## src/verilog/mc_defines.svh

```systemverilog
`ifndef MC_DEFINES_SVH
`define MC_DEFINES_SVH

// Tile row
`define MC_NUM_TILES 4
`define MC_TILE_WORDS 64

// Host port widths
`define MC_AXIL_ADDR_W 16
`define MC_AXIL_DATA_W 32
`define MC_AXIL_MASK_W (`MC_AXIL_DATA_W / 8)

`endif

```

## src/verilog/mc_pkg.sv

```systemverilog
`include "mc_defines.svh"

package mc_pkg;

  typedef logic [`MC_AXIL_DATA_W-1:0] mc_data_t;
  typedef logic [`MC_AXIL_MASK_W-1:0] mc_mask_t;
  typedef logic [`MC_AXIL_ADDR_W-1:0] mc_axil_addr_t;
  typedef logic [$clog2(`MC_TILE_WORDS)-1:0] mc_word_addr_t;
  typedef logic [$clog2(`MC_NUM_TILES)-1:0] mc_tile_id_t;
  typedef logic [1:0] mc_resp_t;

  localparam mc_resp_t mc_resp_okay = 2'b00;

  typedef enum logic [1:0] {
    MC_OP_LOAD,
    MC_OP_STORE,
    MC_OP_STORE_MASKED
  } mc_op_e;

  typedef enum logic {
    MC_RET_CREDIT,
    MC_RET_DATA
  } mc_ret_e;

  typedef enum logic [1:0] {
    IDLE,
    ISSUE,
    WAIT_RET,
    RESPOND
  } mc_client_state_e;

  // Host transaction as seen by the dispatcher
  typedef struct packed {
    logic          write;
    mc_axil_addr_t addr;
    mc_data_t      data;
    mc_mask_t      mask;
  } mc_req_s;

  typedef struct packed {
    mc_op_e        op;
    mc_tile_id_t   dest;
    mc_word_addr_t addr;
    mc_mask_t      mask;
    mc_data_t      data;
  } mc_packet_s;

  typedef struct packed {
    mc_ret_e  ret_type;
    mc_data_t data;
  } mc_ret_packet_s;

endpackage

```

## src/verilog/mc_axil_client.sv

```systemverilog
`timescale 1ns/1ps

module mc_axil_client
  import mc_pkg::*;
(
  input  logic           clk_i,
  input  logic           rst_n_i,

  input  mc_axil_addr_t  s_axil_awaddr_i,
  input  logic           s_axil_awvalid_i,
  output logic           s_axil_awready_o,

  input  mc_data_t       s_axil_wdata_i,
  input  mc_mask_t       s_axil_wstrb_i,
  input  logic           s_axil_wvalid_i,
  output logic           s_axil_wready_o,

  output mc_resp_t       s_axil_bresp_o,
  output logic           s_axil_bvalid_o,
  input  logic           s_axil_bready_i,

  input  mc_axil_addr_t  s_axil_araddr_i,
  input  logic           s_axil_arvalid_i,
  output logic           s_axil_arready_o,

  output mc_data_t       s_axil_rdata_o,
  output mc_resp_t       s_axil_rresp_o,
  output logic           s_axil_rvalid_o,
  input  logic           s_axil_rready_i,

  output logic           req_v_o,
  output mc_req_s        req_o,
  input  logic           req_ready_and_i,

  input  logic           ret_v_i,
  input  mc_ret_packet_s ret_i,
  output logic           ret_ready_and_o
);

  mc_client_state_e state_r, state_n;
  mc_req_s          req_r;
  mc_data_t         rdata_r;
  logic             aw_held_r, w_held_r;
  logic             aw_hs, w_hs, ar_hs;
  logic             write_go;
  logic             resp_done;

  assign s_axil_awready_o = (state_r == IDLE) & ~aw_held_r;
  assign s_axil_wready_o  = (state_r == IDLE) & ~w_held_r;
  // Any write activity blocks the read channel
  assign s_axil_arready_o = (state_r == IDLE) & ~aw_held_r & ~w_held_r
                            & ~s_axil_awvalid_i & ~s_axil_wvalid_i;

  assign aw_hs = s_axil_awvalid_i & s_axil_awready_o;
  assign w_hs  = s_axil_wvalid_i & s_axil_wready_o;
  assign ar_hs = s_axil_arvalid_i & s_axil_arready_o;

  // Both halves of the write present, held or arriving now
  assign write_go  = (aw_held_r | aw_hs) & (w_held_r | w_hs);
  assign resp_done = req_r.write ? s_axil_bready_i : s_axil_rready_i;

  always_comb begin
    state_n = state_r;
    case (state_r)
      IDLE: begin
        if (write_go || ar_hs) begin
          state_n = ISSUE;
        end
      end
      ISSUE: begin
        if (req_ready_and_i) begin
          state_n = WAIT_RET;
        end
      end
      WAIT_RET: begin
        if (ret_v_i) begin
          state_n = RESPOND;
        end
      end
      RESPOND: begin
        if (resp_done) begin
          state_n = IDLE;
        end
      end
      default: state_n = IDLE;
    endcase
  end

  always_ff @(posedge clk_i or negedge rst_n_i) begin
    if (!rst_n_i) begin
      state_r   <= IDLE;
      aw_held_r <= 1'b0;
      w_held_r  <= 1'b0;
    end else begin
      state_r <= state_n;
      if (write_go) begin
        aw_held_r <= 1'b0;
        w_held_r  <= 1'b0;
      end else begin
        if (aw_hs) begin
          aw_held_r <= 1'b1;
        end
        if (w_hs) begin
          w_held_r <= 1'b1;
        end
      end
    end
  end

  always_ff @(posedge clk_i) begin
    if (aw_hs) begin
      req_r.addr <= s_axil_awaddr_i;
    end
    if (w_hs) begin
      req_r.data <= s_axil_wdata_i;
      req_r.mask <= s_axil_wstrb_i;
    end
    if (write_go) begin
      req_r.write <= 1'b1;
    end
    if (ar_hs) begin
      req_r.write <= 1'b0;
      req_r.addr  <= s_axil_araddr_i;
    end
    if (ret_v_i && ret_ready_and_o) begin
      rdata_r <= (ret_i.ret_type == MC_RET_DATA) ? ret_i.data : '0;
    end
  end

  assign req_v_o         = (state_r == ISSUE);
  assign req_o           = req_r;
  assign ret_ready_and_o = (state_r == WAIT_RET);

  assign s_axil_bvalid_o = (state_r == RESPOND) & req_r.write;
  assign s_axil_rvalid_o = (state_r == RESPOND) & ~req_r.write;
  assign s_axil_bresp_o  = mc_resp_okay;
  assign s_axil_rresp_o  = mc_resp_okay;
  assign s_axil_rdata_o  = rdata_r;

endmodule

```

## config.mk

```make
export PLATFORM = sky130hd
export DESIGN_NAME = mc_axil_client
export DESIGN_NICKNAME = d
export VERILOG_FILES = /design/src/verilog/mc_pkg.sv /design/src/verilog/mc_axil_client.sv
export VERILOG_INCLUDE_DIRS = /design/src /design/src/verilog
export SDC_FILE = /design/constraint.sdc
export NUM_CORES = 1
export LEC_CHECK = 0
export ABC_AREA = 1
export BUFFER_PORTS_ARGS = -buffer_cell sky130_fd_sc_hd__buf_2
export CORE_ASPECT_RATIO = 0.5
export CORE_MARGIN = 2
export CORE_UTILIZATION = 39
export CTS_CLUSTER_DIAMETER = 40
export DETAILED_ROUTE_END_ITERATION = 10
export PLACE_DENSITY = 0.8
export SYNTH_ARGS = -nofsm -noshare
export SYNTH_HDL_FRONTEND = slang
export SYNTH_SLANG_ARGS = --single-unit
```

## constraint.sdc

```tcl
create_clock -name clk_i -period 4 [get_ports clk_i]
set_input_delay 0.4 -clock clk_i [delete_from_list [all_inputs] [get_ports clk_i]]
set_output_delay 0.4 -clock clk_i [all_outputs]
set_load 0.02 [all_outputs]
```

=== After elaboration in Yosys (flattened, before gate mapping) ===
Index checks and enable logic that the tools add are counted.

* Equal/unequal tests: 7
* Reductions and logical operators: 7
* Multiplexer cells: 12
* Bitwise logic cells: 18

{| class="wikitable"
|+ Operators with widths
! cell !! number
|-
| $mux W16 || 2
|-
| $and A1 B1 Y1 || 11
|-
| $mux W2 || 4
|-
| $pmux W2 S4 || 1
|-
| $reduce_bool A2 Y1 || 3
|-
| $mux W1 || 5
|-
| $not A1 Y1 || 5
|-
| $eq A2 B2 Y1 const B || 2
|-
| $ne A2 B1 Y1 const B || 2
|-
| $ne A2 B2 Y1 const B || 2
|-
| $reduce_and A4 Y1 || 1
|-
| $eq A2 B1 Y1 const B || 1
|-
| $logic_not A2 Y1 || 1
|-
| $or A1 B1 Y1 || 2
|-
| $logic_and A1 B1 Y1 || 1
|-
| $logic_or A1 B1 Y1 || 1
|}

* Flip-flop bits (word level): 89
* Input port bits: 110
* Output and inout bits: 96
* Word-level logic and storage cells: 52

=== Logic depth before layout (Yosys ltp) ===
Gate-level depths: netlist of run 1.

* Depth in word-level cells: 9
* Gate-level depth with buffers: 9
* Depth with buffers taken out: 9

=== Least setup slack after synthesis of run 1 ===
OpenSTA, ideal clock, no wires.

* Path kind: reg-to-reg
* From: reg state_r[0]
* To: reg req_r (netlist bit req_o[0]) (enable)
* Library setup time: 474 ps
* Path buffers: 0
* Clock period less this slack: 3719 ps
* Arrival: 3245 ps
* Cell stages (with the launch flop): 5
* Data required time: 3526 ps
* Setup slack: 281 ps
* Cells stage by stage: dfrtp_1 -> inv_1 -> ha_1 -> inv_2 -> nor3_1

* Cells in the longest elaborated chain, start to end: 3

{| class="wikitable"
|+ Ends and longest elaborated chain
! what !! RTL line !! source
|-
| from (decl) || mc_axil_client.sv:40 || <nowiki>mc_client_state_e state_r, state_n;</nowiki>
|-
| from (signal assigned) || mc_axil_client.sv:95 || <nowiki>state_r <= state_n;</nowiki>
|-
| $logic_not A2 Y1 || mc_axil_client.sv:49 || <nowiki>assign s_axil_wready_o = (state_r == IDLE) & ~w_held_r;</nowiki>
|-
| $and A1 B1 Y1 || mc_axil_client.sv:49 ||
|-
| $and A1 B1 Y1 || mc_axil_client.sv:55 || <nowiki>assign w_hs = s_axil_wvalid_i & s_axil_wready_o;</nowiki>
|-
| named net w_hs || mc_axil_client.sv:44 || <nowiki>logic aw_hs, w_hs, ar_hs;</nowiki>
|-
| to (decl) || mc_axil_client.sv:41 || <nowiki>mc_req_s req_r;</nowiki>
|}

The timed path passes the listed nets, and every way through them passes these cells.
A chain may end at the register's enable or synchronous reset.

=== Worst setup path after layout of run 1 ===
* From: reg state_r[0]
* To: reg req_r (netlist bit req_o[46]) (enable)

* Cells in the longest elaborated chain, start to end: 7
* Elaborated cells on any way between the ends: 8
* Classes of those cells: 6 x bitwise; 2 x reduce/logical

{| class="wikitable"
|+ Ends and longest elaborated chain
! what !! RTL line !! source
|-
| $logic_not A2 Y1 * || mc_axil_client.sv:48, mc_axil_client.sv:51 ||
|-
| $and A1 B1 Y1 * || mc_axil_client.sv:48, mc_axil_client.sv:51 ||
|-
| $and A1 B1 Y1 || mc_axil_client.sv:51 || <nowiki>assign s_axil_arready_o = (state_r == IDLE) & ~aw_held_r & ~w_held_r</nowiki>
|-
| $and A1 B1 Y1 (2 in series) || mc_axil_client.sv:52 || <nowiki>& ~s_axil_awvalid_i & ~s_axil_wvalid_i;</nowiki>
|-
| $and A1 B1 Y1 || mc_axil_client.sv:56 || <nowiki>assign ar_hs = s_axil_arvalid_i & s_axil_arready_o;</nowiki>
|-
| $reduce_bool A2 Y1 (no source line) * || -- ||
|}

Mark *: on every way between the ends. The rest lies on a longest branch, timed or not.

==> flow_summary_export.csv, run 1 <==
group,metric,value,unit
status,outcome,"finished, final reports clean",
floorplanning,ios,206,
synth,ys_ff_latch,89,
pwr,power.density,603,nW/um^2
clocking,post_cts_resized,0,
timing,setup_viol,0,
routing,ant_nets,0,
worst_hold_path,worstHoldPathType,"in2reg",
clocking,clkLatencyLatePin,0.34,ns
timing,tightest_slew,1.24,ns
floorplanning,dieArea,9540,um^2
clocking,cts_setup_buffers,0,
timing,tns,0,ns
clocking,cts-root-buf,"clkbuf_16",
global_routing,grt_max_degree,37,
worst_hold_path,worstHoldStart,"s_axil_wdata_i[5]",
timing,min_period_over_period,0.554,
critical_path,critPathRequiredTime,3.97,ns
global_routing,track_usage,0.173,
critical_path,crit_type,"reg2reg",
clocking,clk_pin_slew,0.06,ns
global_routing,antenna_found_initial,0,
global_routing,grt_pass1_vias,2587,
timing,slew_headroom,0.174,
clocking,cts_tree,"built",
synth,synthCells,261,
routing,dr.pass1.iters,4,
pwr,p_leak,2.46,nW
global_routing,grt_pass1_wl,12.3,mm
clocking,cts_buffers,9,
run,drv_cap,0,
synth,ys_types,22,
critical_path,path_max_fanout,19,
global_routing,grt-ovfl-total,0,
routing,drt_drc_violations_left,0,
floorplanning,placementRows,24,
timing,rsz0062_at_grt,"false",
finish,fin_nets,584,
timing,hold_viol_final,0,
routing,vias_per_cell,4.24,
placement,place_congestion,0.860,
routing,first_iter_violations,147,
synth,syn_area_per_cell,13.0,um^2
timing,fin_crit,2.22,ns
critical_path,r2r_slack,1.78,ns
synth,netlist_area,3400,um^2
critical_path,reg2reg_from,"state_r[0]$_DFFE_PN0P_",
floorplanning,start_util,0.396,
floorplanning,die_h,70.1,um
routing,vias,2504,
pwr,irDropWorstVdd,269,uV
worst_hold_path,min_path_cells,1,
placement,dp_slack,1.77,ns
critical_path,r2r_cells,6,
timing,setup_ws,1.78,ns
placement,dpl.hpwl,6.28,mm
routing,wirelength,8.07,mm
floorplanning,coreArea,8590,um^2
floorplanning,die_w,136,um
pwr,total_power,2.92,mW
finish,drive_gt1_frac,0.473,
finish,antenna_cells,0,
worst_hold_path,hold_end,"req_o[9]$_DFFE_PP_",
synth,yosysWarnings,0,
critical_path,worstPathArrival,2.18,ns
placement,port_buffers,201,
timing,drv_slew,0,
critical_path,endpoint_kind,"flop",
timing,fin_skew,0.00715,ns
finish,area_growth,42.0,%
routing,wire_per_inst,13.7,um
clocking,cts.path.max_buffers,2,
timing,fmax,0.451,GHz
critical_path,start_kind,"flop",
critical_path,r2r-end,"req_o[46]$_DFFE_PP_",
synth,ys_seq_area_frac,0.776,
clocking,cts.sinks,89,
clocking,cts_max_level,3,
timing,whs,0.235,ns
==> Yosys cell counts <==
library cell  count  share of area
nand3_1           4         0.0059
dfrtp_1           4          0.029
a21o_1            2         0.0044
nand4_4           1         0.0062
nor2_1            5         0.0055
buf_4             4         0.0088
ha_1              5          0.018
inv_1            43          0.047
conb_1            1         0.0011
clkbuf_1          3         0.0033
inv_2             1         0.0011
and2_1            1         0.0018
nor3_1            3         0.0044
or2_2             1         0.0018
nand2_1          93           0.10
clkinv_2          1         0.0015
dfxtp_1           1         0.0059
a21oi_1           1         0.0015
edfxtp_1         84           0.74
nor2_4            1         0.0033
buf_2             1         0.0015
buf_6             1         0.0033
==> cell type report <==
class                   count  area, um^2
fillers                   754        3750
flip-flops and latches     89        2640
repair buffers            203        1020
multi-input cells         121         551
clock buffers               9         225
inverters                  45         170
well taps                 117         146
clock inverters             7        76.3
==> report_power, final <==
| part | total [mW] | switching [mW] | internal, mW | leakage (nW) |
|---|---|---|---|---|
| combinational | 0.779 | 0.542 | 0.237 | 1.48 |
| sequential | 1.30 | 0.0543 | 1.25 | 0.838 |
| clock | 0.835 | 0.347 | 0.488 | 0.142 |
==> placed cells by master, fill, tap and decap left out, drive strengths merged <==
master and n:
buf 202, nand2 93, edfxtp 84, inv 46
clkbuf 9, nor2 6, ha 5, nand3 4
conb 4, dfrtp 4, clkinv 3, nor3 3
a21o 2, clkinvlp 2, nand4 1, or2 1
and2 1, a21oi 1, bufinv 1, dlygate4sd3 1
dfxtp 1
==> critical path, stage by stage (launching register included) <==
cell and delay, ns:
dfrtp_1 0.41, inv_1 0.11, ha_1 0.24, inv_2 0.09, nor2_4 0.13, nand4_4 0.26, nand2_1 0.60
==> registers in the layout, summed over array words and instances, names as in the netlist <==
name and cells:
aw_held_r 1, req_o 53, s_axil_rdata_o 32, state_r 2, w_held_r 1
==> cell families after synthesis <==
kind of cell / synth area share
other: 0.00110
flip-flops: 0.776
adder cells (fa/ha/maj): 0.0184
AO/OA/AOI/OAI: 0.00588
buffers and inverters: 0.0669
AND/OR/NAND/NOR: 0.132
==> through the flow <==
| step | instance area [um^2] | instances | util |
|---|---|---|---|
| 2_1_floorplan | 3420 | 264 | - |
| 3_3_place_gp | 4520 | 574 | 0.527 |
| 3_5_place_dp | 4520 | 574 | 0.527 |
| 4_1_cts | 4830 | 591 | 0.563 |
| 5_1_grt | 4830 | 591 | 0.563 |
| 6_report | 4830 | 591 | 0.563 |
==> routing by layer <==
| layer | global-route usage | part of all wire |
|---|---|---|
| met4 | 0.0637 | 0.017 |
| met3 | 0.0559 | 0.045 |
| met2 | 0.326 | 0.56 |
| met5 | 0 | 0 |
| met1 | 0.181 | 0.38 |
==> worst max path at each step <==
stage,from,end,slack (ns),cells after the start
final,state_r[0]$_DFFE_PN0P_,req_o[46]$_DFFE_PP_,1.78,6
after global routing,state_r[0]$_DFFE_PN0P_,req_o[46]$_DFFE_PP_,1.57,6
after CTS,state_r[1]$_DFFE_PN0P_,req_o[42]$_DFFE_PP_,1.76,6
after detailed placement,state_r[1]$_DFFE_PN0P_,req_o[42]$_DFFE_PP_,1.77,6
after global placement,state_r[0]$_DFFE_PN0P_,req_o[40]$_DFFE_PP_,1.88,6
after floorplan,state_r[0]$_DFFE_PN0P_,req_o[0]$_DFFE_PP_,0.28,4
==> timing repair <==
item,CTS,global route
hold endpoints to repair,4,0
endpoints found under the setup margin,0,0
hold buffers,1,0
No activity file was read; power rests on OpenSTA's default activity.
==> run 2: changes to the inputs <==
==> constraint.sdc (replaced) <==
create_clock -name clk_i -period 1.82 [get_ports clk_i]
set_input_delay 0.182 -clock clk_i [delete_from_list [all_inputs] [get_ports clk_i]]
set_output_delay 0.182 -clock clk_i [all_outputs]
set_load 0.02 [all_outputs]
==> run 2 against run 1 <==
  * Sequential cell count unchanged
  * Setup slack worse by 1.7 ns
  * Critical endpoint is now s_axil_arready_o
  * Via count up 0.44%
  * Clock skew about the same
  * Critical path depth up 1
  * Routed wire length down 0.79%
  * Sequential share of layout area down 0.96 points
  * Utilization up 1.0 points
  * Sequential power up 120%
  * Register-to-register slack worse by 1.6 ns
  * Critical path type is now reg2out
  * Count of clock-buffer cells in the layout unchanged
==> flow_summary_export.csv, run 2 (synthesized netlist as in run 1, its figures left out) <==
group,metric,value,unit
status,outcome,"finished, final reports clean",
routing,first_iter_violations,82,
routing,ant_nets,0,
floorplanning,die_h,70.1,um
finish,nFillCells,727,
routing,vias_per_cell,4.22,
pwr,switching_share,0.334,
worst_hold_path,worstHoldPathType,"in2reg",
floorplanning,start_util,0.396,
global_routing,grt_pass1_vias,2496,
critical_path,endpoint_kind,"output port",
critical_path,critPathRequiredTime,1.64,ns
pwr,total_power,6.45,mW
clocking,cts_max_level,3,
global_routing,grt_pass1_wl,12.0,mm
placement,port_buffers,201,
critical_path,crit_type,"reg2out",
finish,final_util,0.573,
timing,tns,0,ns
global_routing,grt-ovfl-total,0,
floorplanning,dieArea,9540,um^2
floorplanning,placementRows,24,
routing,vias,2515,
finish,largest_reg_flops,53,
finish,drive_gt1_frac,0.482,
global_routing,antenna_found_initial,0,
timing,fin_skew,0.00695,ns
global_routing,grt_max_degree,37,
timing,tightest_slew,0.520,ns
timing,rsz0062_at_grt,"false",
clocking,cts_buffers,9,
floorplanning,die_w,136,um
critical_path,cp_cell_sequence,"inv_2, ha_4, inv_4, nor2_4, nand3_1, inv_1, buf_2",
timing,setup_viol,0,
timing,fmax,0.588,GHz
critical_path,critPathSlowestCell,"dfrtp_1",
global_routing,track_usage,0.167,
run,drv_cap,0,
clocking,clk_pin_slew,0.07,ns
timing,drv_slew,0,
pwr,combPwrFrac,0.284,
finish,area_growth,44.5,%
placement,dp_cells,576,
pwr,p_clk_frac,0.272,
pwr,irDropWorstVdd,592,uV
routing,wire_per_inst,13.4,um
pwr,p_leak,2.47,nW
pwr,p_sw,2.16,mW
placement,place_congestion,0.807,
finish,final_cell_mix,"buf_2, nand2_1, edfxtp_1, inv_1, clkbuf_16",
critical_path,path_max_fanout,4,
clocking,cts-root-buf,"clkbuf_16",
clocking,cts_tree,"built",
critical_path,crit_family,"flip-flops",
timing,hold_viol_final,0,
critical_path,start_kind,"flop",
finish,mostFrequentLayoutCell,"buf_2",
critical_path,cp_slowest_stage_delay,0.42,ns
clocking,clkLatencyLatePin,0.33,ns
timing,fin_crit,1.70,ns
floorplanning,ios,206,
timing,slew_headroom,0.654,
finish,fin_nets,589,
pwr,seq_power_share,0.444,
clocking,cts.path.max_buffers,2,
routing,dr.pass1.iters,4,
pwr,power.density,1310,nW/um^2
critical_path,worstPathArrival,1.52,ns
critical_path,path_buf_inv,4,
finish,antenna_cells,0,
finish,post_layout_nonfiller_instances,596,
pwr,power.internal,4.29,mW
floorplanning,coreArea,8590,um^2
placement,dpl.hpwl,6.16,mm
routing,drt_drc_violations_left,0,
clocking,cts.sinks,89,
timing,min_period_over_period,0.934,
routing,wirelength,8.01,mm
-- run 2: final timing paths --
path / from / endpoint / slack, ns / cells past startpoint
max in group asynchronous: rst_n_i / aw_held_r$_DFFE_PN0P_ / 1.50 / 2
max: state_r[1]$_DFFE_PN0P_ / s_axil_arready_o / 0.12 / 7
min in group asynchronous: rst_n_i / w_held_r$_DFFE_PN0P_ / 0.19 / 2
min: s_axil_wdata_i[3] / req_o[7]$_DFFE_PP_ / 0.02 / 1
min reg2reg: req_o[52]$_SDFFE_PN0P_ / req_o[52]$_SDFFE_PN0P_ / 0.51 / 2
max reg2reg: state_r[1]$_DFFE_PN0P_ / req_o[37]$_DFFE_PP_ / 0.16 / 8
-- run 2: metal layers --
layer	track usage	part of all wire	routed length [um]	vias up
li1	-	-	-	1261
met1	0.187	0.39	3100	1162
met2	0.304	0.54	4350	73
met3	0.0414	0.046	372	19
met4	0.0683	0.024	190	0
met5	0	0	0	-
-- run 2: cell type report --
| class | count | area, um^2 | area share |
|---|---|---|---|
| tap | 117 | 146 | 0.0297 |
| timing repair buffer | 208 | 1090 | 0.222 |
| multi-input combinational | 121 | 577 | 0.117 |
| sequential | 89 | 2640 | 0.537 |
| inverter | 45 | 176 | 0.0359 |
| clock buffer | 9 | 225 | 0.0458 |
| clock inverter | 7 | 60.1 | 0.0122 |
-- run 2: repair_timing --
action,in CTS,in global routing
hold endpoints to repair,4,3
resized for setup,0,0
buffers inserted,0,0
hold buffers,1,3
endpoints found under the setup margin,0,0
-- run 2: power by group through the flow --
| stage | combinational (mW) | clock, mW | sequential (mW) |
|---|---|---|---|
| floorplan | 0.725 | 0 | 3.33 |
| CTS | 1.85 | 1.80 | 2.87 |
| finish | 1.83 | 1.76 | 2.86 |
| global placement | 1.80 | 0 | 2.89 |
| global route | 1.98 | 1.87 | 2.90 |
| detailed placement | 1.84 | 0 | 2.91 |
-- run 2: metrics by stage --
step                setup WS, ns  hold WS (ns)  instance area [um^2]
finish                     0.120        0.0161                  4920
detailed placement         0.164      -0.00777                  4600
global route              0.0120      -0.00103                  4920
global placement           0.244      -0.00663                  4600
floorplan                 -0.215        -0.114                  3450
CTS                       0.0852       0.00378                  4890
==> run 3: changes to the inputs <==
--- a/config.mk
+++ b/config.mk
@@ -10,10 +10,11 @@
 export BUFFER_PORTS_ARGS = -buffer_cell sky130_fd_sc_hd__buf_2
 export CORE_ASPECT_RATIO = 0.5
 export CORE_MARGIN = 2
-export CORE_UTILIZATION = 39
+export CORE_UTILIZATION = 40
+export CTS_BUF_LIST = sky130_fd_sc_hd__clkbuf_2 sky130_fd_sc_hd__clkbuf_4 sky130_fd_sc_hd__clkbuf_8
 export CTS_CLUSTER_DIAMETER = 40
 export DETAILED_ROUTE_END_ITERATION = 10
-export PLACE_DENSITY = 0.8
+export PLACE_DENSITY = 0.82
 export SYNTH_ARGS = -nofsm -noshare
 export SYNTH_HDL_FRONTEND = slang
 export SYNTH_SLANG_ARGS = --single-unit
==> run 3 against run 2 <==
  * First-iteration DRC count is 78% higher
  * Sequential cell count stayed put
  * Register-to-register slack worse by 0.06 ns
  * Total power hardly changed
  * Setup slack worse by 0.033 ns
  * Critical path depth is 1 lower
  * Maximum frequency is 1.9% lower
  * Combinational power is 5% higher
  * Die area is 2.4% lower
  * Non-clock buffer count is 34 higher
  * Clock skew is 0.0039 ns higher
  * Sequential power hardly changed
  * Largest power group unchanged
==> flow_summary_export.csv, run 3 (synthesized netlist as in run 1, its figures left out) <==
group,metric,value,unit
run,drv_cap,0,
floorplanning,ios,206,
global_routing,grt-ovfl-total,0,
routing,vias_per_cell,4.33,
routing,ant_nets,0,
clocking,clk_pin_slew,0.09,ns
placement,place_congestion,0.852,
routing,first_iter_violations,146,
critical_path,critPathRequiredTime,1.64,ns
timing,drv_slew,0,
routing,wire_per_inst,13.8,um
placement,dp_slack,0.141,ns
routing,wirelength,8.62,mm
floorplanning,die_w,134,um
timing,fmax,0.577,GHz
placement,port_buffers,201,
critical_path,cp_cell_sequence,"inv_2, ha_4, inv_4, nor2_4, buf_4, buf_2",
timing,slew_headroom,0.658,
timing,setup_ws,0.0873,ns
timing,tns,0,ns
placement,dpl_cell_area,4600,um^2
clocking,cts.sinks,89,
critical_path,r2r_cells,9,
global_routing,grt_pass1_wl,13.2,mm
worst_hold_path,worstHoldPathType,"in2reg",
timing,hold_viol_final,0,
clocking,cts_max_level,3,
critical_path,crit_type,"reg2out",
critical_path,path_max_fanout,4,
clocking,cts.path.max_buffers,2,
timing,setup_viol,0,
critical_path,start_kind,"flop",
placement,dpl.hpwl,6.35,mm
timing,rsz0062_at_grt,"false",
critical_path,critPathSlowestCell,"dfrtp_1",
finish,area_growth,53.5,%
clocking,cts_tree,"built",
critical_path,r2r-end,"req_o[38]$_DFFE_PP_",
worst_hold_path,min_path_cells,1,
global_routing,grt_pass1_vias,2757,
status,outcome,"finished, final reports clean",
critical_path,cp_slowest_stage_delay,0.44,ns
pwr,p_leak,2.61,nW
critical_path,worstPathArrival,1.55,ns
finish,fin_nets,623,
critical_path,endpoint_kind,"output port",
pwr,power.density,1230,nW/um^2
timing,tightest_slew,0.514,ns
finish,final_cell_mix,"buf_2, nand2_1, edfxtp_1, inv_1, dlygate4sd3_1",
finish,drive_gt1_frac,0.454,
finish,mostFrequentLayoutCell,"buf_2",
timing,fin_skew,0.0109,ns
timing,min_period_over_period,0.952,
finish,postLayoutCellArea,5230,um^2
global_routing,track_usage,0.187,
floorplanning,placementRows,23,
critical_path,setup.worst_path.end,"s_axil_awready_o",
global_routing,grt_max_degree,37,
timing,whs,0.0244,ns
clocking,clkLatencyLatePin,0.35,ns
finish,antenna_cells,0,
finish,largest_reg_flops,53,
critical_path,reg2reg_from,"state_r[0]$_DFFE_PN0P_",
critical_path,r2r_slack,0.10,ns
timing,fin_crit,1.73,ns
routing,dr.pass1.iters,5,
floorplanning,die_h,69.2,um
floorplanning,coreArea,8120,um^2
global_routing,antenna_found_initial,0,
floorplanning,start_util,0.420,
routing,vias,2704,
critical_path,crit_path_start,"state_r[0]$_DFFE_PN0P_",
pwr,irDropWorstVdd,503,uV
routing,drt_drc_violations_left,0,
floorplanning,dieArea,9310,um^2
clocking,cts_buffers,9,
clocking,cts-root-buf,"clkbuf_8",
-- run 3: worst max-delay path, delay by kind of cell (launching register included) --
kind                     cells  cell delay, ns
flip-flops                   1            0.44
adder cells (fa/ha/maj)      1            0.16
buffers and inverters        4            0.45
AND/OR/NAND/NOR              1            0.14
-- run 3: cell type report --
| cell class | count | area, um^2 |
|---|---|---|
| Multi-Input combinational cell | 121 | 577 |
| Clock buffer | 9 | 124 |
| Tap cell | 112 | 140 |
| Fill cell | 651 | 2890 |
| Sequential cell | 89 | 2640 |
| Inverter | 45 | 176 |
| Timing Repair Buffer | 242 | 1440 |
| Clock inverter | 7 | 124 |
-- run 3: worst min-delay path by stage --
stage	from	to	slack (ns)
3_3_place_gp	rst_n_i	state_r[1]$_DFFE_PN0P_	-0.006
3_5_place_dp	rst_n_i	state_r[0]$_DFFE_PN0P_	-0.002
6_report	s_axil_wdata_i[16]	req_o[20]$_DFFE_PP_	0.02
2_1_floorplan	rst_n_i	aw_held_r$_DFFE_PN0P_	-0.11
5_1_grt	s_axil_wdata_i[16]	req_o[20]$_DFFE_PP_	0.004
4_1_cts	s_axil_wdata_i[16]	req_o[20]$_DFFE_PP_	0.002
-- run 3: power breakdown --
part,internal [mW],switching (mW)
Sequential,2.73,0.138
Combinational,0.685,1.24
Clock,0.926,0.716
-- run 3: routing by layer --
metal	GRT usage	vias to the layer above	routed length, um
met5	0	-	0
li1	-	1321	-
met3	0.0556	22	428
met1	0.195	1269	3150
met4	0.0842	0	261
met2	0.350	92	4780
-- run 3: stage by stage --
stage / cells / utilization / total power [mW]
3_3_place_gp: 571 / 0.567 / 4.70
3_5_place_dp: 571 / 0.567 / 4.76
6_report: 625 / 0.644 / 6.44
4_1_cts: 623 / 0.642 / 6.46
2_1_floorplan: 264 / - / 4.06
5_1_grt: 625 / 0.644 / 6.74
-- run 3: what timing repair did --
action	CTS	global route
endpoints found under the setup margin	0	1
gates resized for setup	0	1
hold endpoints to repair	39	0
setup buffers	0	2
hold buffers	36	0
